**config.mk**
```make
export PLATFORM = sky130hd
export DESIGN_NAME = mrp_rx_buffer_output_ctrl
export DESIGN_NICKNAME = d
export VERILOG_FILES = /design/src/mrp_rx_out_pkg.sv /design/src/mrp_rx_buffer_output_ctrl.sv
export VERILOG_INCLUDE_DIRS = /design/src
export SDC_FILE = /design/constraint.sdc
export NUM_CORES = 1
export LEC_CHECK = 0
export ABC_AREA = 1
export BUFFER_PORTS_ARGS = -buffer_cell sky130_fd_sc_hd__buf_2
export CAP_MARGIN = 20
export CORE_AREA = 2 2 39 41
export DETAILED_ROUTE_END_ITERATION = 16
export DIE_AREA = 0 0 41 43
export PLACE_DENSITY_LB_ADDON = 0.2
export SKIP_LAST_GASP = 1
export SYNTH_ARGS = -nofsm -noshare
export SYNTH_HDL_FRONTEND = slang
export SYNTH_SLANG_ARGS = --single-unit
```
**constraint.sdc**
```tcl
create_clock -name clk -period 3.2 [get_ports clk]
set_clock_uncertainty 0.05 [all_clocks]
set_input_delay 0.16 -clock clk [delete_from_list [all_inputs] [get_ports clk]]
set_output_delay 0.16 -clock clk [all_outputs]
set_load 0.02 [all_outputs]
```
**src/mrp_rx_out_cfg.svh**
```systemverilog
`ifndef MRP_RX_OUT_CFG_SVH
`define MRP_RX_OUT_CFG_SVH

// ********************
// buffer geometry
// ********************

`define MRP_LINE_W          64  // one message line
`define MRP_ADDR_W          8   // 256 buffer lines

// ********************
// descriptor fields
// ********************

`define MRP_LEN_W           5   // line count, 1 to 16
`define MRP_MSG_ID_W        8

`define MRP_DESC_FIFO_DEPTH 4   // power of two

`endif
```
**src/mrp_rx_out_pkg.sv**
```systemverilog
`default_nettype none

`include "mrp_rx_out_cfg.svh"

package mrp_rx_out_pkg;

    typedef logic [`MRP_LINE_W-1:0]   line_t;
    typedef logic [`MRP_ADDR_W-1:0]   addr_t;
    typedef logic [`MRP_LEN_W-1:0]    len_t;
    typedef logic [`MRP_MSG_ID_W-1:0] msg_id_t;

    // message output sequencing
    typedef enum logic [1:0] {
        READY         = 2'd0,
        RD_FIRST_LINE = 2'd1,
        OUTPUT_DATA   = 2'd2
    } ctrl_state_e;

    // metadata slot
    typedef enum logic {
        WAITING  = 1'b0,
        META_OUT = 1'b1
    } meta_state_e;

endpackage

`default_nettype wire

```
**src/mrp_rx_buffer_output_ctrl.sv**
```systemverilog
`default_nettype none

module mrp_rx_buffer_output_ctrl (
    input  logic clk,
    input  logic rst,

    input  logic msg_desc_avail,
    output logic msg_desc_req,

    output logic rd_req_val,

    output logic meta_val,
    input  logic meta_rdy,

    output logic data_val,
    input  logic data_rdy,

    output logic init_state,
    output logic incr_rd_addr,
    input  logic last_rd
);

    mrp_rx_out_pkg::ctrl_state_e state_reg;
    mrp_rx_out_pkg::ctrl_state_e state_next;

    mrp_rx_out_pkg::meta_state_e meta_state_reg;
    mrp_rx_out_pkg::meta_state_e meta_state_next;

    logic meta_start;  // descriptor taken this cycle

    always_ff @(posedge clk) begin
        if (rst) begin
            state_reg      <= mrp_rx_out_pkg::READY;
            meta_state_reg <= mrp_rx_out_pkg::WAITING;
        end else begin
            state_reg      <= state_next;
            meta_state_reg <= meta_state_next;
        end
    end

    // ********************
    // message output
    // ********************

    always_comb begin
        msg_desc_req = 1'b0;
        init_state   = 1'b0;
        rd_req_val   = 1'b0;
        incr_rd_addr = 1'b0;
        data_val     = 1'b0;
        meta_start   = 1'b0;
        state_next   = state_reg;

        case (state_reg)
            mrp_rx_out_pkg::READY: begin
                // metadata slot must be free before the next pop
                if (msg_desc_avail && (meta_state_reg == mrp_rx_out_pkg::WAITING)) begin
                    msg_desc_req = 1'b1;
                    init_state   = 1'b1;
                    meta_start   = 1'b1;
                    state_next   = mrp_rx_out_pkg::RD_FIRST_LINE;
                end
            end

            mrp_rx_out_pkg::RD_FIRST_LINE: begin
                rd_req_val = 1'b1;  // base line
                state_next = mrp_rx_out_pkg::OUTPUT_DATA;
            end

            mrp_rx_out_pkg::OUTPUT_DATA: begin
                data_val   = 1'b1;
                rd_req_val = 1'b1;  // re-read same line while stalled
                if (data_rdy) begin
                    incr_rd_addr = 1'b1;
                    if (last_rd) begin
                        state_next = mrp_rx_out_pkg::READY;
                    end
                end
            end

            default: begin
                state_next = mrp_rx_out_pkg::READY;
            end
        endcase
    end

    // ********************
    // metadata slot
    // ********************

    always_comb begin
        meta_val        = 1'b0;
        meta_state_next = meta_state_reg;

        case (meta_state_reg)
            mrp_rx_out_pkg::WAITING: begin
                if (meta_start) begin
                    meta_state_next = mrp_rx_out_pkg::META_OUT;
                end
            end

            mrp_rx_out_pkg::META_OUT: begin
                meta_val = 1'b1;
                if (meta_rdy) begin
                    meta_state_next = mrp_rx_out_pkg::WAITING;
                end
            end

            default: begin
                meta_state_next = mrp_rx_out_pkg::WAITING;
            end
        endcase
    end

endmodule

`default_nettype wire

```
==> results.py <==
metrics = {
    "timing": {
        "layout_min_cycle_time_ps": 1425,
        "clock.fmax_mhz": 701.8,
        "finalSetupTns_ps": 0,
        "rsz0062_at_grt": "false",
        "relSlewSlack_pct": 91.73,
        "post-route-period-util_pct": 44.53,
        "setup_violations": 0,
        "finalHoldWorstSlack_ps": 56.59,
        "hold_viol_final": 0,
        "drv_slew": 0,
        "tightestPinTransition_ps": 123.7,
    },
    "global_route": {
        "grt.met2_usage_pct": 5.313,
        "grt_pass1_vias": 166,
        "grtUsageMet3_pct": 1.571,
        "grt_max_degree": 5,
        "gr-usage-all-layers_pct": 5.316,
        "grt_antenna_before_repair": 0,
        "grt-busiest-layer": "met4",
        "grt_pass1_wl_um": 565,
        "grt.overflow.total": 0,
        "grtUsageMet1_pct": 6.731,
    },
    "detailed_routing": {
        "wl_um": 404,
        "num_vias": 208,
        "drt_iter0_drc": 8,
        "avgViaCountPerCell": 3.355,
        "wl_per_cell_um": 6.516,
        "ant_nets": 0,
        "drt_pass1_iterations": 2,
        "drc_errors": 0,
    },
    "die": {
        "initial_core_util_pct": 16.18,
        "ios": 12,
        "dieArea_um2": 1763,
        "die_x_um": 41,
        "fp-row-count": 14,
        "die_y_um": 43,
        "coreArea_um2": 1384,
    },
    "cts": {
        "clock_path_buffers": 2,
        "cts_resized": 0,
        "cts_tree": "built",
        "insertion_delay_ps": 230,
        "clock_sinks": 3,
        "cts_hold_buf": 0,
        "h-tree-depth": 1,
        "clk_pin_slew_worst_paths_ps": 30,
        "numCtsBuffers": 3,
        "cts_setup_buffers": 0,
        "cts-root-buf": "clkbuf_4",
    },
    "critical_path": {
        "crit_fanout": 3,
        "timing.critical_path.from": "state_reg[0]",
        "reg2reg_from": "state_reg[0]",
        "r2r_cells": 6,
        "crit_type": "flip-flop to output port",
        "cp-start-kind": "flip-flop",
        "crit_required_ps": 2990,
        "r2r-end": "state_reg[1]",
        "reg2reg_slack_ps": 2070,
        "end_kind": "output port",
        "crit_path_end": "msg_desc_req",
        "timing.critical_path.arrival_ps": 1210,
    },
    "synth": {
        "synth_top_area_share_pct": 26.82,
        "synth_most_common_cell": "inv_1",
        "synth_area_um2": 224.0,
        "synth_cells": 32,
        "ys_seq_area_share_pct": 26.82,
        "synthArstFlopShare_pct": 0,
        "synth.area.top_cells": "dfxtp_1 (27%), ha_1 (22%), inv_1 (13%), nand2_1 (10%), nand3_1 (6.7%)",
        "ys_ff_latch": 3,
        "syn-num-nets": 42,
        "synth_warnings": 0,
        "synth_common_cells": "inv_1 (8), nand2_1 (6), ha_1 (4)",
        "ys_types": 11,
        "syn_area_per_cell_um2": 6.999,
        "synth_top_area_cell": "dfxtp_1",
        "synthFlopType": "dfxtp_1",
        "synth-edff-count": 0,
    },
    "cells_and_area": {
        "synthToLayoutAreaGrowth_pct": 41.90,
        "antenna_cells": 0,
        "fill_cells": 166,
        "largest_register_ffs": 2,
        "final_nets": 57,
        "drive_gt1_share_pct": 34.78,
    },
    "hold_path": {
        "hold_path.class": "input pin to flip-flop",
    },
    "power": {
        "power.density_nw_per_um2": 914.6,
        "peakVddDrop_mv": 0.1810,
        "leakage_uw": 0.0001902,
    },
    "run_status": {
        "status": "finished, final reports clean",
    },
    "place": {
        "gp_congestion": 0.5688,
        "io_buffers": 11,
    },
    "flow_run": {
        "timing.max_cap.violations": 0,
    },
}
==> how the worst min path moves through the flow <==
stage | slack (ps) | endpoint | depth (start not counted) | startpoint
CTS | 50 | meta_state_reg | 2 | rst
floorplan | 170 | meta_state_reg | 1 | rst
finish | 60 | meta_state_reg | 2 | rst
global placement | 290 | meta_state_reg | 2 | rst
global route | 60 | meta_state_reg | 2 | rst
detailed placement | 290 | meta_state_reg | 2 | rst
==> worst max-delay path: stages, from the launching register on <==
cell and delay (ps):
dfxtp_1 350, inv_1 80, ha_1 230, nand3_1 120, inv_1 60, buf_2 150
==> layout by cell type (no fill, tap or decap), drive strengths merged <==
master and n:
ha 4, buf 11, dfxtp 3, inv 8, nor2 2, a21oi 3, or2 1, nand3 3
nand2 7, clkbuf 4
==> where the power goes <==
part           leakage, µW  total [µW]  internal [µW]  switching, µW
sequential       0.0000249        61.7           51.7           10.0
combinational     0.000150         166           60.6            105
clock            0.0000150        63.4           46.5           16.9
==> area by class of cell <==
type                       instances  area [µm²]  area share [%]
timing repair buffer              11       55.05           17.32
clock buffer                       4       26.28           8.268
inverter                           8       30.03           9.449
sequential                         3       60.06           18.90
tap                               16       20.02           6.299
multi-input combinational         20       126.4           39.76
==> routing by layer <==
metal  routed length (µm)  vias to the layer above
met5                    0                        -
met4                    0                        0
met3                   31                        0
li1                     -                      121
met1                  179                       82
met2                  192                        5
==> logic make-up after synthesis <==
group	Yosys count	share of synthesized area (%)
AOI/OAI and AO/OA	3	8.381
adders and majority gates	4	22.35
buffers and inverters	9	16.76
DFF	3	26.82
and+or+nand+nor	13	25.70
==> per-stage QoR <==
| step | setup slack, ps | util [%] | cell area, µm² | std cells | total power (µW) |
|---|---|---|---|---|---|
| final | 1775 | 22.97 | 317.8 | 62 | 290.7 |
| after global routing | 1673 | 22.97 | 317.8 | 62 | 320.9 |
| after CTS | 1756 | 22.97 | 317.8 | 62 | 298.1 |
| after detailed placement | 2005 | 21.07 | 291.5 | 58 | 230.9 |
| after global placement | 1990 | 21.07 | 291.5 | 58 | 233.3 |
| after floorplan | 1966 | - | 224.0 | 32 | 195.7 |
No activity file was read; power rests on OpenSTA's default activity.
