[src/mrp_rx_out_cfg.svh]
`ifndef MRP_RX_OUT_CFG_SVH
`define MRP_RX_OUT_CFG_SVH

// ********************
// buffer geometry
// ********************

`define MRP_LINE_W          64  // one message line
`define MRP_ADDR_W          8   // 256 buffer lines

// ********************
// descriptor fields
// ********************

`define MRP_LEN_W           5   // line count, 1 to 16
`define MRP_MSG_ID_W        8

`define MRP_DESC_FIFO_DEPTH 4   // power of two

`endif
[src/mrp_rx_out_pkg.sv]
`default_nettype none

`include "mrp_rx_out_cfg.svh"

package mrp_rx_out_pkg;

    typedef logic [`MRP_LINE_W-1:0]   line_t;
    typedef logic [`MRP_ADDR_W-1:0]   addr_t;
    typedef logic [`MRP_LEN_W-1:0]    len_t;
    typedef logic [`MRP_MSG_ID_W-1:0] msg_id_t;

    // message output sequencing
    typedef enum logic [1:0] {
        READY         = 2'd0,
        RD_FIRST_LINE = 2'd1,
        OUTPUT_DATA   = 2'd2
    } ctrl_state_e;

    // metadata slot
    typedef enum logic {
        WAITING  = 1'b0,
        META_OUT = 1'b1
    } meta_state_e;

endpackage

`default_nettype wire

[src/mrp_rx_buffer_output_datap.sv]
`default_nettype none

module mrp_rx_buffer_output_datap (
    input  logic                     clk,
    input  logic                     rst,

    input  logic                     init_state,
    input  logic                     incr_rd_addr,

    input  mrp_rx_out_pkg::addr_t    desc_base,
    input  mrp_rx_out_pkg::len_t     desc_len,
    input  mrp_rx_out_pkg::msg_id_t  desc_msg_id,

    output mrp_rx_out_pkg::addr_t    rd_addr,
    output logic                     last_rd,

    output mrp_rx_out_pkg::msg_id_t  meta_msg_id,
    output mrp_rx_out_pkg::len_t     meta_len
);

    mrp_rx_out_pkg::addr_t addr_reg;
    mrp_rx_out_pkg::addr_t addr_inc;
    mrp_rx_out_pkg::len_t  remain_reg;  // lines left after the current one

    assign addr_inc = addr_reg + 1'b1;  // wraps at 256

    // next line goes out in the same cycle as the accept
    assign rd_addr = incr_rd_addr ? addr_inc : addr_reg;
    assign last_rd = (remain_reg == '0);

    // ********************
    // line counters
    // ********************

    always_ff @(posedge clk) begin
        if (rst) begin
            addr_reg   <= '0;
            remain_reg <= '0;
        end else if (init_state) begin
            addr_reg   <= desc_base;
            remain_reg <= desc_len - 1'b1;
        end else if (incr_rd_addr) begin
            addr_reg   <= addr_inc;
            remain_reg <= remain_reg - 1'b1;
        end
    end

    // ********************
    // metadata hold
    // ********************

    // stable until the next pop, which waits for meta_rdy
    always_ff @(posedge clk) begin
        if (init_state) begin
            meta_msg_id <= desc_msg_id;
            meta_len    <= desc_len;
        end
    end

endmodule

`default_nettype wire

[config.mk]
export PLATFORM = sky130hd
export DESIGN_NAME = mrp_rx_buffer_output_datap
export DESIGN_NICKNAME = d
export VERILOG_FILES = /design/src/mrp_rx_out_pkg.sv /design/src/mrp_rx_buffer_output_datap.sv
export VERILOG_INCLUDE_DIRS = /design/src
export SDC_FILE = /design/constraint.sdc
export NUM_CORES = 1
export LEC_CHECK = 0
export BUFFER_PORTS_ARGS = -buffer_cell sky130_fd_sc_hd__buf_4
export CAP_MARGIN = 20
export CORE_MARGIN = 2
export CORE_UTILIZATION = 45
export CTS_BUF_LIST = sky130_fd_sc_hd__clkbuf_4 sky130_fd_sc_hd__clkbuf_8
export CTS_CLUSTER_DIAMETER = 100
export DETAILED_ROUTE_END_ITERATION = 12
export GPL_ROUTABILITY_DRIVEN = 0
export HOLD_SLACK_MARGIN = 0.05
export MAX_ROUTING_LAYER = met4
export PLACE_DENSITY = 0.83
export SETUP_SLACK_MARGIN = 0.02
export SKIP_LAST_GASP = 1
export SLEW_MARGIN = 5
export SYNTH_ARGS = -nofsm -noshare
export SYNTH_HDL_FRONTEND = slang
export SYNTH_SLANG_ARGS = --single-unit
[constraint.sdc]
create_clock -name clk -period 2.8 [get_ports clk]
set_clock_uncertainty 0.15 [all_clocks]
set_input_delay 0.84 -clock clk [delete_from_list [all_inputs] [get_ports clk]]
set_output_delay 0.84 -clock clk [all_outputs]
set_load 0.01 [all_outputs]
==> impl_metrics.yaml, run 1 <==
cells_and_area:
  area_growth_pct: 36.3
  stdcell_area_um2: 1550
  fin_util_pct: 63.9
  drive_gt1_share_pct: 36.1
  nets: 175
  fillerInstances: 211
  n_antenna_cell: 0
floorplan:
  die-height_um: 54.3
  start_util_pct: 46.9
  rows: 18
  fp.dieW_um: 54.3
  die_area_um2: 2950
  num_io_pins: 47
  core_area_um2: 2430
yosys:
  synth_top_cell_area_share_pct: 34.2
  yosysWarnings: 0
  async_flop_share_pct: 0
  synth_cell_types: 31
  synth_area_leader_cell: "edfxtp_1"
  synth_top_cells_by_count: "13 x dfxtp_1, 13 x edfxtp_1, 10 x nand2_1, 10 x nor2_1, 5 x xor2_1"
  synth_area_leaders: "edfxtp_1 34%, dfxtp_1 23%, xor2_1 3.8%"
  synthFlopType: "edfxtp_1"
  synth.avg_cell_area_um2: 11.3
  synth-edff-count: 13
  ys_seq_area_share_pct: 57.1
  synth_area_um2: 1140
  syn-num-nets: 128
  synth-seq-cells: 26
  synth_cells: 101
grt:
  track_usage_pct: 18.5
  grt_pass1_wl_mm: 3.76
  overflow: 0
  grt_max_degree: 22
  grt_antenna_before_repair: 0
  grt_pass1_vias: 904
flow_run:
  cap_violations: 0
hold_path:
  hold_depth: 2
  hold_start: "remain_reg[3]"
  min_path_type: "flop to flop"
  worstHoldEndpoint: "remain_reg[3]"
timing:
  hold_ws_ns: 0.409
  setup_viol: 0
  finalCritPeriodShare_pct: 95.6
  maxSlewHeadroom_pct: 77.1
  hold_viol_final: 0
  rsz0062_at_grt: "no"
  fmax_mhz: 373
  fin_ws_ns: 0.122
  fin_crit_ns: 2.68
  tightestPinTransition_ns: 0.339
  tns_ns: 0
  finalMaxSlewViolations: 0
setup_path:
  reg2reg_depth: 5
  crit_path_end_kind: "output port"
  worstSetupPathType: "primary input to output port"
  worst_r2r_endpoint: "remain_reg[4]"
  rrSetupSlack_ns: 1.09
  cp_max_fo: 9
  startpoint_type: "primary input"
  cp.required_ns: 1.81
  r2r-start: "remain_reg[0]"
  crit_top_cell: "buf_4"
  cp_cell_sequence: "buf_4 > nand4_1 > or3_1 > nand2_1 > buf_4"
  cp.arrival_ns: 1.69
  slowest_stage: "or3_1"
  critPathMaxStageDelay_ns: 0.36
clock_network:
  clk_path_buf_depth: 2
  ctsRootBufferMaster: "clkbuf_4"
  cts-htree-levels: 1
  cts_hold_buf: 0
  cts_made_buffers: 3
  cts_tree: "built"
  cts_setup_buffers: 0
  clkTransAtPathRegs_ns: 0.14
  cts_resized: 0
  cts_sinks: 26
  clock_latency_ns: 0.33
drt:
  drtIter0Drc: 8
  drtAntennaViolNets: 0
  finalWirelength_mm: 2.46
  dr.pass1.iters: 4
  vias: 974
  wl_per_cell_um: 13.9
  avgViaCountPerCell: 5.50
  drc: 0
placed_design:
  portBuffers: 46
  placed_cell_area_um2: 1500
  place_ws_ns: 0.126
  hpwl_mm: 1.80
pwr:
  p_per_area_nw_per_um2: 560
  peakVddDrop_mv: 0.337
  power.leakage_uw: 0.000687
status:
  outcome: "completed"
-- per-stage QoR --
stage / total power [uW] / instances
after detailed placement: 619 / 173
after CTS: 870 / 177
after global placement: 613 / 173
after floorplan: 533 / 101
after global routing: 903 / 177
final: 870 / 177
-- cell families (layout without fill, tap and decap cells) --
family,count (synthesis),after routing,share of synthesized area [%]
xor gates and xnor gates,8,8,6.15
DFF,26,26,57.1
muxes,5,5,4.50
adders and majority gates,2,2,2.20
AOI/OAI and AO/OA,18,18,11.3
and+or+nand+nor,35,35,15.6
buffers and inverters,7,53,3.18
-- cell type report --
cell class                      count  area, um2  share of cell area [%]
Sequential cell                    26        651                    41.9
Multi-Input combinational cell     68        453                    29.1
Timing Repair Buffer               47        353                    22.7
Tap cell                           30       37.5                    2.42
Clock inverter                      1       30.0                    1.93
Clock buffer                        3       22.5                    1.45
Inverter                            2       7.51                   0.483
-- report_power, final --
group,total (uW),switching (uW),leakage (uW),internal (uW)
combinational,159,73.0,0.000424,86.2
clock,259,114,0.0000279,145
sequential,452,20.0,0.000235,432
-- worst max-delay path, delay by kind of cell --
kind / cells / cell delay, ns
and+or+nand+nor: 3 / 0.60
buffers and inverters: 2 / 0.25
-- cell usage in the layout, fill, tap and decap left out, types with 2 or more instances in the layout --
cell type / Yosys / layout
clkbuf_4: 0 / 3
dfxtp_1: 13 / 13
xnor2_1: 3 / 3
nand4_1: 4 / 4
mux2i_1: 4 / 4
buf_4: 0 / 47
o21a_1: 4 / 4
a21oi_1: 2 / 2
nor2_1: 10 / 10
or3_1: 4 / 4
a211oi_1: 2 / 2
nand2_1: 10 / 10
ha_1: 2 / 2
xor2_1: 5 / 5
edfxtp_1: 13 / 13
o21ai_0: 3 / 3
a311oi_1: 4 / 4
-- how the worst max path moves through the flow --
stage	to	slack [ns]	start
finish	rd_addr[5]	0.12	incr_rd_addr
global route	rd_addr[5]	0.05	incr_rd_addr
CTS	rd_addr[5]	0.13	incr_rd_addr
detailed placement	rd_addr[5]	0.13	incr_rd_addr
global placement	rd_addr[5]	0.15	incr_rd_addr
floorplan	rd_addr[5]	0.29	incr_rd_addr
-- per-layer routing --
layer,track usage (%),share of wire [%],up-vias
met1,21.2,40,468
met5,-,0,-
met2,30.9,53,36
met4,10.0,2.1,0
li1,-,-,463
met3,3.01,4.9,7
Power figures use the tool's default switching activity.
==> inputs of run 2 (changes only) <==
--- a/config.mk
+++ b/config.mk
@@ -6,6 +6,7 @@
 export SDC_FILE = /design/constraint.sdc
 export NUM_CORES = 1
 export LEC_CHECK = 0
+export ABC_AREA = 1
 export BUFFER_PORTS_ARGS = -buffer_cell sky130_fd_sc_hd__buf_4
 export CAP_MARGIN = 20
 export CORE_MARGIN = 2
@@ -16,7 +17,7 @@
 export GPL_ROUTABILITY_DRIVEN = 0
 export HOLD_SLACK_MARGIN = 0.05
 export MAX_ROUTING_LAYER = met4
-export PLACE_DENSITY = 0.83
+export PLACE_DENSITY = 0.81
 export SETUP_SLACK_MARGIN = 0.02
 export SKIP_LAST_GASP = 1
 export SLEW_MARGIN = 5
==> impl_metrics.yaml, run 2 <==
yosys:
  yosysWarnings: 0
  synth_cell_types: 24
  synth.avg_cell_area_um2: 8.43
  yosys.cell_count.top_type: "nand2_1"
  synth_cells: 147
  synth_top_cell_area_share_pct: 31.5
  synth-seq-cells: 26
  synthFlopType: "edfxtp_1"
  synth_top_cells_by_count: "31 x nand2_1, 27 x inv_1, 18 x nor2_1"
  synth_area_um2: 1240
  syn-num-nets: 174
  synth_area_leader_cell: "edfxtp_1"
  synth_area_leaders: "edfxtp_1 32%, dfxtp_1 21%, nand2_1 9.4%"
  async_flop_share_pct: 0
  synth-edff-count: 13
  ys_seq_area_share_pct: 52.5
placed_design:
  portBuffers: 46
  placed_cell_area_um2: 1600
  hpwl_mm: 2.09
  placed_cells: 221
  place_ws_ns: 0.168
timing:
  tightestPinTransition_ns: 0.450
  finalMaxSlewViolations: 0
  maxSlewHeadroom_pct: 69.7
  tns_ns: 0
  fin_crit_ns: 2.64
  setup_viol: 0
  rsz0062_at_grt: "no"
  fmax_mhz: 380
  hold_viol_final: 0
  fin_ws_ns: 0.165
  finalCritPeriodShare_pct: 94.1
clock_network:
  cts_sinks: 26
  clkTransAtPathRegs_ns: 0.14
  ctsRootBufferMaster: "clkbuf_4"
  cts_made_buffers: 3
  cts_hold_buf: 0
  clk_path_buf_depth: 2
  cts_setup_buffers: 0
  cts_resized: 0
  cts_tree: "built"
  cts-htree-levels: 1
  clock_latency_ns: 0.32
cells_and_area:
  drive_gt1_share_pct: 28.9
  fillerInstances: 260
  n_antenna_cell: 0
  final_common_cell: "buf_4"
  fin_cells: 225
  stdcell_area_um2: 1640
  fin_util_pct: 60.9
  final_cell_mix: "47 x buf_4, 31 x nand2_1, 27 x inv_1"
  area_growth_pct: 32.0
  nets: 222
grt:
  grt_pass1_vias: 1036
  grt_antenna_before_repair: 0
  overflow: 0
  track_usage_pct: 18.3
  grt_max_degree: 27
  grt_pass1_wl_mm: 4.40
setup_path:
  r2r-start: "addr_reg[0]"
  rrSetupSlack_ns: 1.29
  cp.arrival_ns: 1.65
  worst_r2r_endpoint: "addr_reg[6]"
  crit_path_end_kind: "output port"
  cp.required_ns: 1.81
  cp_max_fo: 7
  reg2reg_depth: 7
  startpoint_type: "primary input"
  startpoint: "incr_rd_addr"
  worstSetupPathType: "primary input to output port"
floorplan:
  die-height_um: 56.5
  start_util_pct: 46.1
  die_area_um2: 3190
  num_io_pins: 47
  rows: 19
  core_area_um2: 2690
  fp.dieW_um: 56.5
hold_path:
  worstHoldEndpoint: "remain_reg[3]"
  hold_start: "remain_reg[3]"
  min_path_type: "flop to flop"
  hold_depth: 2
drt:
  vias: 1095
  wl_met3_um: 212
  drtAntennaViolNets: 0
  dr_wl_met2_mm: 1.40
  wl_met1_mm: 1.09
  wl_per_cell_um: 12.2
  top_layer: "met4"
  dr.pass1.iters: 4
  avgViaCountPerCell: 4.87
  finalWirelength_mm: 2.74
  drc: 0
  drtIter0Drc: 23
pwr:
  p_sw_share_pct: 26.7
  power.leakage_uw: 0.000848
  power.internal_uw: 595
  clock_power_share_pct: 23.5
  p_per_area_nw_per_um2: 497
  pwr-share-comb_pct: 21.5
  power_switching_uw: 217
  peakVddDrop_mv: 0.282
  pwr-share-seq_pct: 55.0
flow_run:
  cap_violations: 0
status:
  outcome: "completed"
==> run 2: changes by cell type after synthesis, moves of 4 or more <==
cell | previous run | this run
mux2i_1 | 4 | 0
a311oi_1 | 4 | 0
or3_1 | 4 | 0
o21ai_0 | 3 | 10
nor2_1 | 10 | 18
nand2_1 | 10 | 31
inv_1 | 1 | 27
nand3_1 | 0 | 7
o21a_1 | 4 | 0
==> run 2: cell families after synthesis <==
family                     count (synthesis)  share of synthesized area [%]
buffers and inverters                     32                           11.0
DFF                                       26                           52.5
xor gates and xnor gates                   5                           3.54
adders and majority gates                  2                           2.02
AOI/OAI and AO/OA                         17                           6.97
and+or+nand+nor                           65                           23.9
==> run 2: worst max-delay path, stage by stage <==
cell	delay, ns
buf_4	0.14
nand2_4	0.06
nor3_4	0.20
xor2_1	0.24
buf_4	0.16
==> run 2: per-stage QoR <==
step           power [uW]  hold slack [ns]
6_report              812            0.339
4_1_cts               820            0.343
5_1_grt               858            0.389
3_5_place_dp          631            0.323
3_3_place_gp          622            0.305
2_1_floorplan         543            0.294
==> run 2: worst max path at each step <==
stage                            end  cells after the start
after floorplan           rd_addr[3]                      4
after global placement    rd_addr[6]                      6
after detailed placement  rd_addr[3]                      5
after CTS                 rd_addr[3]                      5
after global routing      rd_addr[6]                      6
final                     rd_addr[3]                      5
==> run 2: metal layers <==
| metal | global-route usage [%] | vias to the layer above |
|---|---|---|
| met1 | 19.8 | 489 |
| li1 | - | 552 |
| met2 | 33.1 | 50 |
| met4 | 7.82 | 0 |
| met3 | 2.76 | 4 |
| met5 | - | - |
==> run 2: power groups by stage <==
stage                     Clock (uW)  Sequential (uW)  Combinational [uW]
final                            191              447                 174
after floorplan                    0              461                81.6
after detailed placement           0              456                 175
after CTS                        197              448                 176
after global routing             215              451                 192
after global placement             0              454                 168
==> run 2: layout make-up <==
cell class	instances	area [um2]	area share, %
repair buffers	47	353	21.6
clock buffers	4	36.3	2.22
inverters	28	105	6.43
well taps	31	38.8	2.37
flip-flops and latches	26	651	39.8
multi-input cells	89	452	27.6
