===== config.mk =====
export PLATFORM = sky130hd
export DESIGN_NAME = mrp_rx_desc_fifo
export DESIGN_NICKNAME = d
export VERILOG_FILES = /design/src/mrp_rx_out_pkg.sv /design/src/mrp_rx_desc_fifo.sv
export VERILOG_INCLUDE_DIRS = /design/src
export SDC_FILE = /design/constraint.sdc
export NUM_CORES = 1
export LEC_CHECK = 0
export BUFFER_PORTS_ARGS = -buffer_cell sky130_fd_sc_hd__buf_2
export CAP_MARGIN = 20
export CORE_MARGIN = 2
export CORE_UTILIZATION = 45
export DETAILED_ROUTE_END_ITERATION = 6
export GPL_TIMING_DRIVEN = 0
export PLACE_DENSITY = 0.68
export SKIP_LAST_GASP = 1
export SYNTH_ARGS = -nofsm -noshare
export SYNTH_HDL_FRONTEND = slang
export SYNTH_SLANG_ARGS = --single-unit

===== constraint.sdc =====
create_clock -name clk -period 2.1 [get_ports clk]
set_clock_uncertainty 0.05 [all_clocks]
set_input_delay 0 -clock clk [delete_from_list [all_inputs] [get_ports clk]]
set_output_delay 0 -clock clk [all_outputs]
set_load 0.005 [all_outputs]

===== src/mrp_rx_out_cfg.svh =====
`ifndef MRP_RX_OUT_CFG_SVH
`define MRP_RX_OUT_CFG_SVH

// ********************
// buffer geometry
// ********************

`define MRP_LINE_W          64  // one message line
`define MRP_ADDR_W          8   // 256 buffer lines

// ********************
// descriptor fields
// ********************

`define MRP_LEN_W           5   // line count, 1 to 16
`define MRP_MSG_ID_W        8

`define MRP_DESC_FIFO_DEPTH 4   // power of two

`endif

===== src/mrp_rx_out_pkg.sv =====
`default_nettype none

`include "mrp_rx_out_cfg.svh"

package mrp_rx_out_pkg;

    typedef logic [`MRP_LINE_W-1:0]   line_t;
    typedef logic [`MRP_ADDR_W-1:0]   addr_t;
    typedef logic [`MRP_LEN_W-1:0]    len_t;
    typedef logic [`MRP_MSG_ID_W-1:0] msg_id_t;

    // message output sequencing
    typedef enum logic [1:0] {
        READY         = 2'd0,
        RD_FIRST_LINE = 2'd1,
        OUTPUT_DATA   = 2'd2
    } ctrl_state_e;

    // metadata slot
    typedef enum logic {
        WAITING  = 1'b0,
        META_OUT = 1'b1
    } meta_state_e;

endpackage

`default_nettype wire


===== src/mrp_rx_desc_fifo.sv =====
`default_nettype none

`include "mrp_rx_out_cfg.svh"

module mrp_rx_desc_fifo (
    input  logic                     clk,
    input  logic                     rst,

    input  logic                     push,
    input  mrp_rx_out_pkg::addr_t    push_base,
    input  mrp_rx_out_pkg::len_t     push_len,
    input  mrp_rx_out_pkg::msg_id_t  push_msg_id,

    input  logic                     pop,
    output mrp_rx_out_pkg::addr_t    head_base,
    output mrp_rx_out_pkg::len_t     head_len,
    output mrp_rx_out_pkg::msg_id_t  head_msg_id,

    output logic                     avail,
    output logic                     full
);

    localparam int PTR_W = $clog2(`MRP_DESC_FIFO_DEPTH);
    localparam int CNT_W = $clog2(`MRP_DESC_FIFO_DEPTH + 1);
    localparam logic [CNT_W-1:0] DEPTH = CNT_W'(`MRP_DESC_FIFO_DEPTH);

    mrp_rx_out_pkg::addr_t   base_mem   [0:`MRP_DESC_FIFO_DEPTH-1];
    mrp_rx_out_pkg::len_t    len_mem    [0:`MRP_DESC_FIFO_DEPTH-1];
    mrp_rx_out_pkg::msg_id_t msg_id_mem [0:`MRP_DESC_FIFO_DEPTH-1];

    logic [PTR_W-1:0] wr_ptr;
    logic [PTR_W-1:0] rd_ptr;
    logic [CNT_W-1:0] count;

    logic push_ok;
    logic pop_ok;

    assign push_ok = push & ~full;  // dropped when full
    assign pop_ok  = pop & avail;

    assign avail = (count != '0);
    assign full  = (count == DEPTH);

    // head is visible without a pop
    assign head_base   = base_mem[rd_ptr];
    assign head_len    = len_mem[rd_ptr];
    assign head_msg_id = msg_id_mem[rd_ptr];

    always_ff @(posedge clk) begin
        if (push_ok) begin
            base_mem[wr_ptr]   <= push_base;
            len_mem[wr_ptr]    <= push_len;
            msg_id_mem[wr_ptr] <= push_msg_id;
        end
    end

    always_ff @(posedge clk) begin
        if (rst) begin
            wr_ptr <= '0;
            rd_ptr <= '0;
            count  <= '0;
        end else begin
            if (push_ok) begin
                wr_ptr <= wr_ptr + 1'b1;
            end
            if (pop_ok) begin
                rd_ptr <= rd_ptr + 1'b1;
            end
            case ({push_ok, pop_ok})
                2'b10:   count <= count + 1'b1;
                2'b01:   count <= count - 1'b1;
                default: count <= count;  // idle or push with pop
            endcase
        end
    end

endmodule

`default_nettype wire


==> out/results.tsv, run 1 <==
stage	metric	value	unit
run_status	status	completed	
cells_and_area	ant diodes	0	
clock_network	htree depth	3	
placement	worst slack, placed	-0.0955	ns
clock_network	CTS sink count	93	
pwr	LEAKAGE	1.52	nW
floorplanning	Die Width	92.3	um
flow_run	MaxCap Viol Count	0	
routing	WL per Instance	15.8	um
routing	Routed WL	5630	um
worst_setup_path	CP required	2.32	ns
routing	Iter 0 DRT Violations	82	
worst_setup_path	FF-to-FF setup slack	0.09	ns
synthesis	mapped cell area	0.00351	mm^2
routing	Post-route DRC	0	
global_route	antenna violations before repair	0	
synthesis	syn_nets	192	
global_route	global-route wire length before repair	8680	um
global_route	vias in the first global route	1721	
global_route	largest net degree at the start of global routing	22	
cells_and_area	fin area	0.00437	mm^2
sta	worst setup margin	0.0894	ns
clock_network	Worst-path clk slew	0.08	ns
floorplanning	DIE AREA	0.00852	mm^2
sta	worst slew pin tran	0.582	ns
synthesis	Yosys reg bits	93	
clock_network	CTS Buffer Depth	2	
synthesis	Post-synth EDFFs	84	
sta	Setup TNS	0	ns
sta	Peak Freq	0.497	GHz
worst_setup_path	crit-path max FO	4	
global_route	GRT Util Overall	13.9	%
sta	Final Hold Vio Count	0	
synthesis	Seq/Total Area, Yosys	77.1	%
sta	Slew Limit Fails	0	
worst_hold_path	Worst Hold Class	in -> reg	
worst_setup_path	CP Class	reg -> reg	
sta	unrepaired setup endpoints after global routing	no	
sta	headroom to the max-slew limit	61.2	%
worst_setup_path	CP arrival	2.23	ns
worst_setup_path	Startpoint Class	register	
clock_network	CTS tree	built	
pwr	power per cell area	1030	mW/mm^2
floorplanning	Rows	32	
routing	routed vias/inst	4.81	
pwr	Design Power	4.51	mW
clock_network	clk_lat worst skew	0.34	ns
cells_and_area	final net count	280	
placement	HPWL Detailed	3340	um
routing	via count	1713	
synthesis	Synth Flop Type	edfxtp_1	
clock_network	CTS root buffer	clkbuf_8	
routing	antenna-violating nets left	0	
floorplanning	Initial Util	45.9	%
synthesis	Warnings, synthesis	0	
placement	dpl cell area	0.00386	mm^2
synthesis	Mapped Cells	161	
synthesis	async set or reset register ratio after synthesis	0	%
floorplanning	core area	0.00765	mm^2
global_route	gr ovfl total	0	
floorplanning	I/O pin count	48	
pwr	VDD IR max	0.647	mV
worst_setup_path	Worst setup EP type	register	
placement	PortBufs	46	
placement	GP Congestion	0.705	
routing	Initial DRT Pass Iterations	4	
sta	worst hold margin	0.350	ns
synthesis	Distinct cells, synth	23	
cells_and_area	layout cells sized above 1	41.7	%
synthesis	syn_area_per_cell	21.8	um^2
cells_and_area	fill count	603	
clock_network	Num CTS Buffers	9	
cells_and_area	layout overhead on the synthesized area	24.7	%
sta	min Tclk post-route	2.01	ns
floorplanning	Die Ht	92.3	um
sta	fraction of the cycle the final worst path needs	95.7	%
sta	setup violators final	0	
Yosys cell counts (2+ instances only):
master	instances	share of area, %
a21oi_1	3	0.43
or3_1	3	0.54
and2_1	4	0.71
ha_1	5	1.8
nor2_1	6	0.64
nand2b_1	2	0.36
mux4_2	21	13
buf_6	2	0.64
buf_2	2	0.29
edfxtp_1	84	72
inv_1	6	0.64
xor2_1	3	0.75
dfxtp_1	9	5.1
o21ai_0	2	0.29
repair_timing:
| item | in CTS | in global routing |
|---|---|---|
| resized for setup | 7 | 10 |
| hold buffers | 25 | 0 |
| setup buffers | 1 | 5 |
| endpoints found under the setup margin | 85 | 1 |
| endpoints found under the hold margin | 93 | 0 |
| pin swaps | 1 | 5 |
metrics by stage:
step	utilization (%)	instances
finish	57.2	356
global route	57.2	356
CTS	56.3	351
detailed placement	50.5	309
global placement	50.5	309
floorplan	-	161
cell usage in the layout, fill, tap and decap left out, types with 2 or more instances in the layout:
cell type / synthesis / final
or3_1: 3 / 3
clkbuf_8: 0 / 9
a21oi_1: 3 / 2
nor2_1: 6 / 6
o21ai_0: 2 / 2
inv_2: 1 / 2
dlygate4sd3_1: 0 / 25
buf_6: 2 / 2
inv_1: 6 / 5
dfxtp_1: 9 / 6
mux4_2: 21 / 21
buf_2: 2 / 48
clkinv_2: 0 / 2
and2_2: 0 / 4
xor2_1: 3 / 3
ha_1: 5 / 4
buf_4: 0 / 6
dfxtp_4: 0 / 3
nand2b_1: 2 / 2
edfxtp_1: 84 / 84
per-layer routing:
layer  global-route usage, %  vias to the layer above  part of all wire [%]
met2                    22.6                       29                    52
met3                    3.04                       11                   2.7
met4                    6.72                        0                   1.9
li1                        -                      815                     -
met5                       0                        -                     0
met1                    17.9                      858                    43
critical path, stage by stage (launching register included):
cell and delay [ns]:
dfxtp_4 0.37, nor3b_4 0.25, nor2_4 0.07, inv_2 0.07
ha_4 0.13, inv_1 0.05, fa_2 0.33, xor2_1 0.15
or3_1 0.36, a21oi_2 0.12
final timing paths:
| path | start | endpoint | cells past startpoint |
|---|---|---|---|
| setup reg to reg | count[1]$_SDFFE_PP0P_ | count[2]$_SDFFE_PP0P_ | 9 |
| hold / removal | push_base[0] | base_mem[1][0]$_DFFE_PP_ | 2 |
| setup / recovery | count[1]$_SDFFE_PP0P_ | count[2]$_SDFFE_PP0P_ | 9 |
| hold reg to reg | wr_ptr[1]$_SDFFE_PP0P_ | wr_ptr[1]$_SDFFE_PP0P_ | 2 |
power by group:
part	total, mW	internal, mW	switching, mW
clock	1.02	0.429	0.590
sequential	2.31	2.23	0.0832
combinational	1.18	0.668	0.510
registers in the layout (all words and copies together) (netlist names), named ones only:
signal,count
rd_ptr,2
len_mem,20
wr_ptr,2
msg_id_mem,32
base_mem,32
count,3
cell type report:
type	count	area, um^2	area share, %
timing repair buffer	77	526	12.0
multi-input combinational	56	777	17.8
inverter	7	26.3	0.601
sequential	93	2710	62.1
clock buffer	10	128	2.92
clock inverter	6	38.8	0.887
tap	102	128	2.92
buffer	5	36.3	0.830
kinds of logic (layout without fill, tap and decap cells):
logic type	Yosys count	after routing	share of synthesized area, %
adders and majority gates	6	6	2.35
and+or+nand+nor	17	17	2.78
AOI/OAI and AO/OA	7	7	1.25
xor gates and xnor gates	4	4	0.999
muxes	22	22	13.8
buffers and inverters	12	105	1.78
DFF	93	93	77.1
No activity file was read; power rests on OpenSTA's default activity.
==> run 2, diff against run 1 <==
--- a/config.mk
+++ b/config.mk
@@ -6,7 +6,7 @@
 export SDC_FILE = /design/constraint.sdc
 export NUM_CORES = 1
 export LEC_CHECK = 0
-export BUFFER_PORTS_ARGS = -buffer_cell sky130_fd_sc_hd__buf_2
+export BUFFER_PORTS_ARGS = -buffer_cell sky130_fd_sc_hd__clkbuf_2
 export CAP_MARGIN = 20
 export CORE_MARGIN = 2
 export CORE_UTILIZATION = 45
==> out/results.tsv, run 2 (synthesized netlist as in run 1, its figures left out) <==
stage	metric	value	unit
worst_setup_path	critical path's most frequent cell	inv_2	
global_route	vias in the first global route	1673	
cells_and_area	most common cell after layout, fill and taps aside	edfxtp_1	
worst_setup_path	worst path bufs/invs	2	
worst_setup_path	RR Endpoint	count[2]$_SDFFE_PP0P_	
worst_setup_path	Setup crit start	count[0]$_SDFFE_PP0P_	
routing	Post-route DRC	0	
sta	Final Hold Vio Count	0	
worst_setup_path	FF-to-FF setup slack	0.04	ns
cells_and_area	biggest regs	base_mem: 32 flops, msg_id_mem: 32 flops, len_mem: 20 flops	
routing	Initial DRT Pass Iterations	4	
floorplanning	I/O pin count	48	
sta	fraction of the cycle the final worst path needs	98.0	%
global_route	GRT Util Overall	13.8	%
worst_hold_path	WHS Path Cells	2	
worst_setup_path	CP required	2.33	ns
cells_and_area	layout cells sized above 1	41.9	%
placement	HPWL Detailed	3210	um
pwr	power per cell area	1050	mW/mm^2
global_route	antenna violations before repair	0	
worst_setup_path	Startpoint Class	register	
worst_setup_path	CP arrival	2.29	ns
cells_and_area	ant diodes	0	
clock_network	CTS Buffer Depth	2	
clock_network	clk_lat worst skew	0.35	ns
clock_network	Worst-path clk slew	0.09	ns
floorplanning	Die Ht	92.3	um
flow_run	MaxCap Viol Count	0	
worst_setup_path	worst r2r path cells	9	
routing	routed vias/inst	4.76	
clock_network	CTS sink count	93	
sta	worst hold margin	0.351	ns
clock_network	CTS tree	built	
worst_setup_path	CP Class	reg -> reg	
sta	unrepaired setup endpoints after global routing	yes	
worst_setup_path	delay-heaviest family, CP	simple AND/OR/NAND/NOR gates	
worst_setup_path	crit-path max FO	5	
routing	Routed WL	5440	um
worst_setup_path	CP Cell Sequence	nor3b_4, nor2_4, inv_2, ha_4, inv_2, fa_2, xor2_1, or3_1, a21oi_2	
floorplanning	Rows	32	
sta	headroom to the max-slew limit	61.6	%
clock_network	htree depth	3	
sta	Slew Limit Fails	0	
sta	setup violators final	0	
sta	min Tclk post-route	2.06	ns
clock_network	Num CTS Buffers	9	
routing	Iter 0 DRT Violations	70	
worst_setup_path	Slowest cell on crit path	dfxtp_4	
cells_and_area	most frequent cells in the layout	edfxtp_1 (84), clkbuf_2 (46), dlygate4sd3_1 (25)	
cells_and_area	final net count	279	
global_route	largest net degree at the start of global routing	22	
placement	GP Congestion	0.718	
sta	worst slew pin tran	0.576	ns
worst_setup_path	cell depth of the worst setup path	9	
global_route	global-route wire length before repair	8530	um
floorplanning	Initial Util	45.9	%
worst_hold_path	Hold EP	base_mem[0][6]$_DFFE_PP_	
global_route	gr ovfl total	0	
pwr	VDD IR max	0.609	mV
run_status	status	completed	
cells_and_area	layout overhead on the synthesized area	25.1	%
pwr	LEAKAGE	1.53	nW
worst_hold_path	Worst Hold Class	in -> reg	
worst_setup_path	slowest cell delay on critical path	0.37	ns
routing	WL per Instance	15.3	um
worst_hold_path	hold_sp	push_base[6]	
worst_setup_path	FF-to-FF Start	count[0]$_SDFFE_PP0P_	
floorplanning	DIE AREA	0.00852	mm^2
sta	Peak Freq	0.486	GHz
routing	antenna-violating nets left	0	
worst_setup_path	Worst setup EP type	register	
routing	via count	1689	
floorplanning	core area	0.00765	mm^2
clock_network	CTS root buffer	clkbuf_8	
cells_and_area	fill count	588	
cells_and_area	final cell utilization of the core	57.4	%
placement	PortBufs	46	
floorplanning	Die Width	92.3	um
[run 2: changes by cell type in the layout (fill, tap and decap cells not counted), sizes merged]
cell	before	now
clkinvlp	1	2
bufinv	0	1
clkinv	4	2
clkbuf	10	56
buf	57	10
[run 2: power breakdown]
part           internal, mW  switching, mW  total (mW)
Combinational         0.662          0.517        1.18
Sequential             2.23         0.0843        2.31
Clock                 0.548          0.584        1.13
Total                  3.44           1.18        4.62
[run 2: layer usage]
| metal | track usage (%) | routed length, um | vias to the layer above |
|---|---|---|---|
| li1 | - | - | 822 |
| met1 | 17.0 | 2380 | 830 |
| met2 | 22.8 | 2780 | 27 |
| met3 | 4.77 | 197 | 10 |
| met4 | 5.22 | 78 | 0 |
| met5 | 0 | 0 | - |
[run 2: timing repair]
item,in CTS,in global routing
resized for setup,6,11
hold buffers,25,0
pin swaps,0,7
setup buffers,0,5
endpoints found under the hold margin,93,0
endpoints found under the setup margin,85,1
[run 2: worst max path at each step]
stage	slack [ns]	endpoint
6_report	0.04	count[2]$_SDFFE_PP0P_
5_1_grt	-0.1	count[2]$_SDFFE_PP0P_
3_5_place_dp	-0.11	count[2]$_SDFFE_PP0P_
4_1_cts	-0.08	count[2]$_SDFFE_PP0P_
3_3_place_gp	-0.06	count[2]$_SDFFE_PP0P_
2_1_floorplan	0.06	count[2]$_SDFFE_PP0P_
[run 2: through the flow]
| stage | setup WS (ns) | cell area [um^2] | setup TNS (ns) | total power [mW] | cells |
|---|---|---|---|---|---|
| 2_1_floorplan | 0.0551 | 3510 | 0 | 3.05 | 161 |
| 3_3_place_gp | -0.0645 | 3860 | -2.21 | 3.42 | 309 |
| 3_5_place_dp | -0.107 | 3860 | -4.10 | 3.43 | 309 |
| 4_1_cts | -0.0770 | 4320 | -0.0770 | 4.61 | 350 |
| 5_1_grt | -0.0974 | 4390 | -0.0974 | 4.88 | 355 |
| 6_report | 0.0410 | 4390 | 0 | 4.62 | 355 |
[run 2: cell type report]
cell class                 count  area, um^2  share of cell area, %
clock inverter                 6        62.6                   1.43
timing repair buffer          76         518                   11.8
tap                          102         128                   2.91
multi-input combinational     56         777                   17.7
clock buffer                  10         128                   2.91
sequential                    93        2710                   61.8
buffer                         5        36.3                  0.827
inverter                       7        26.3                  0.599
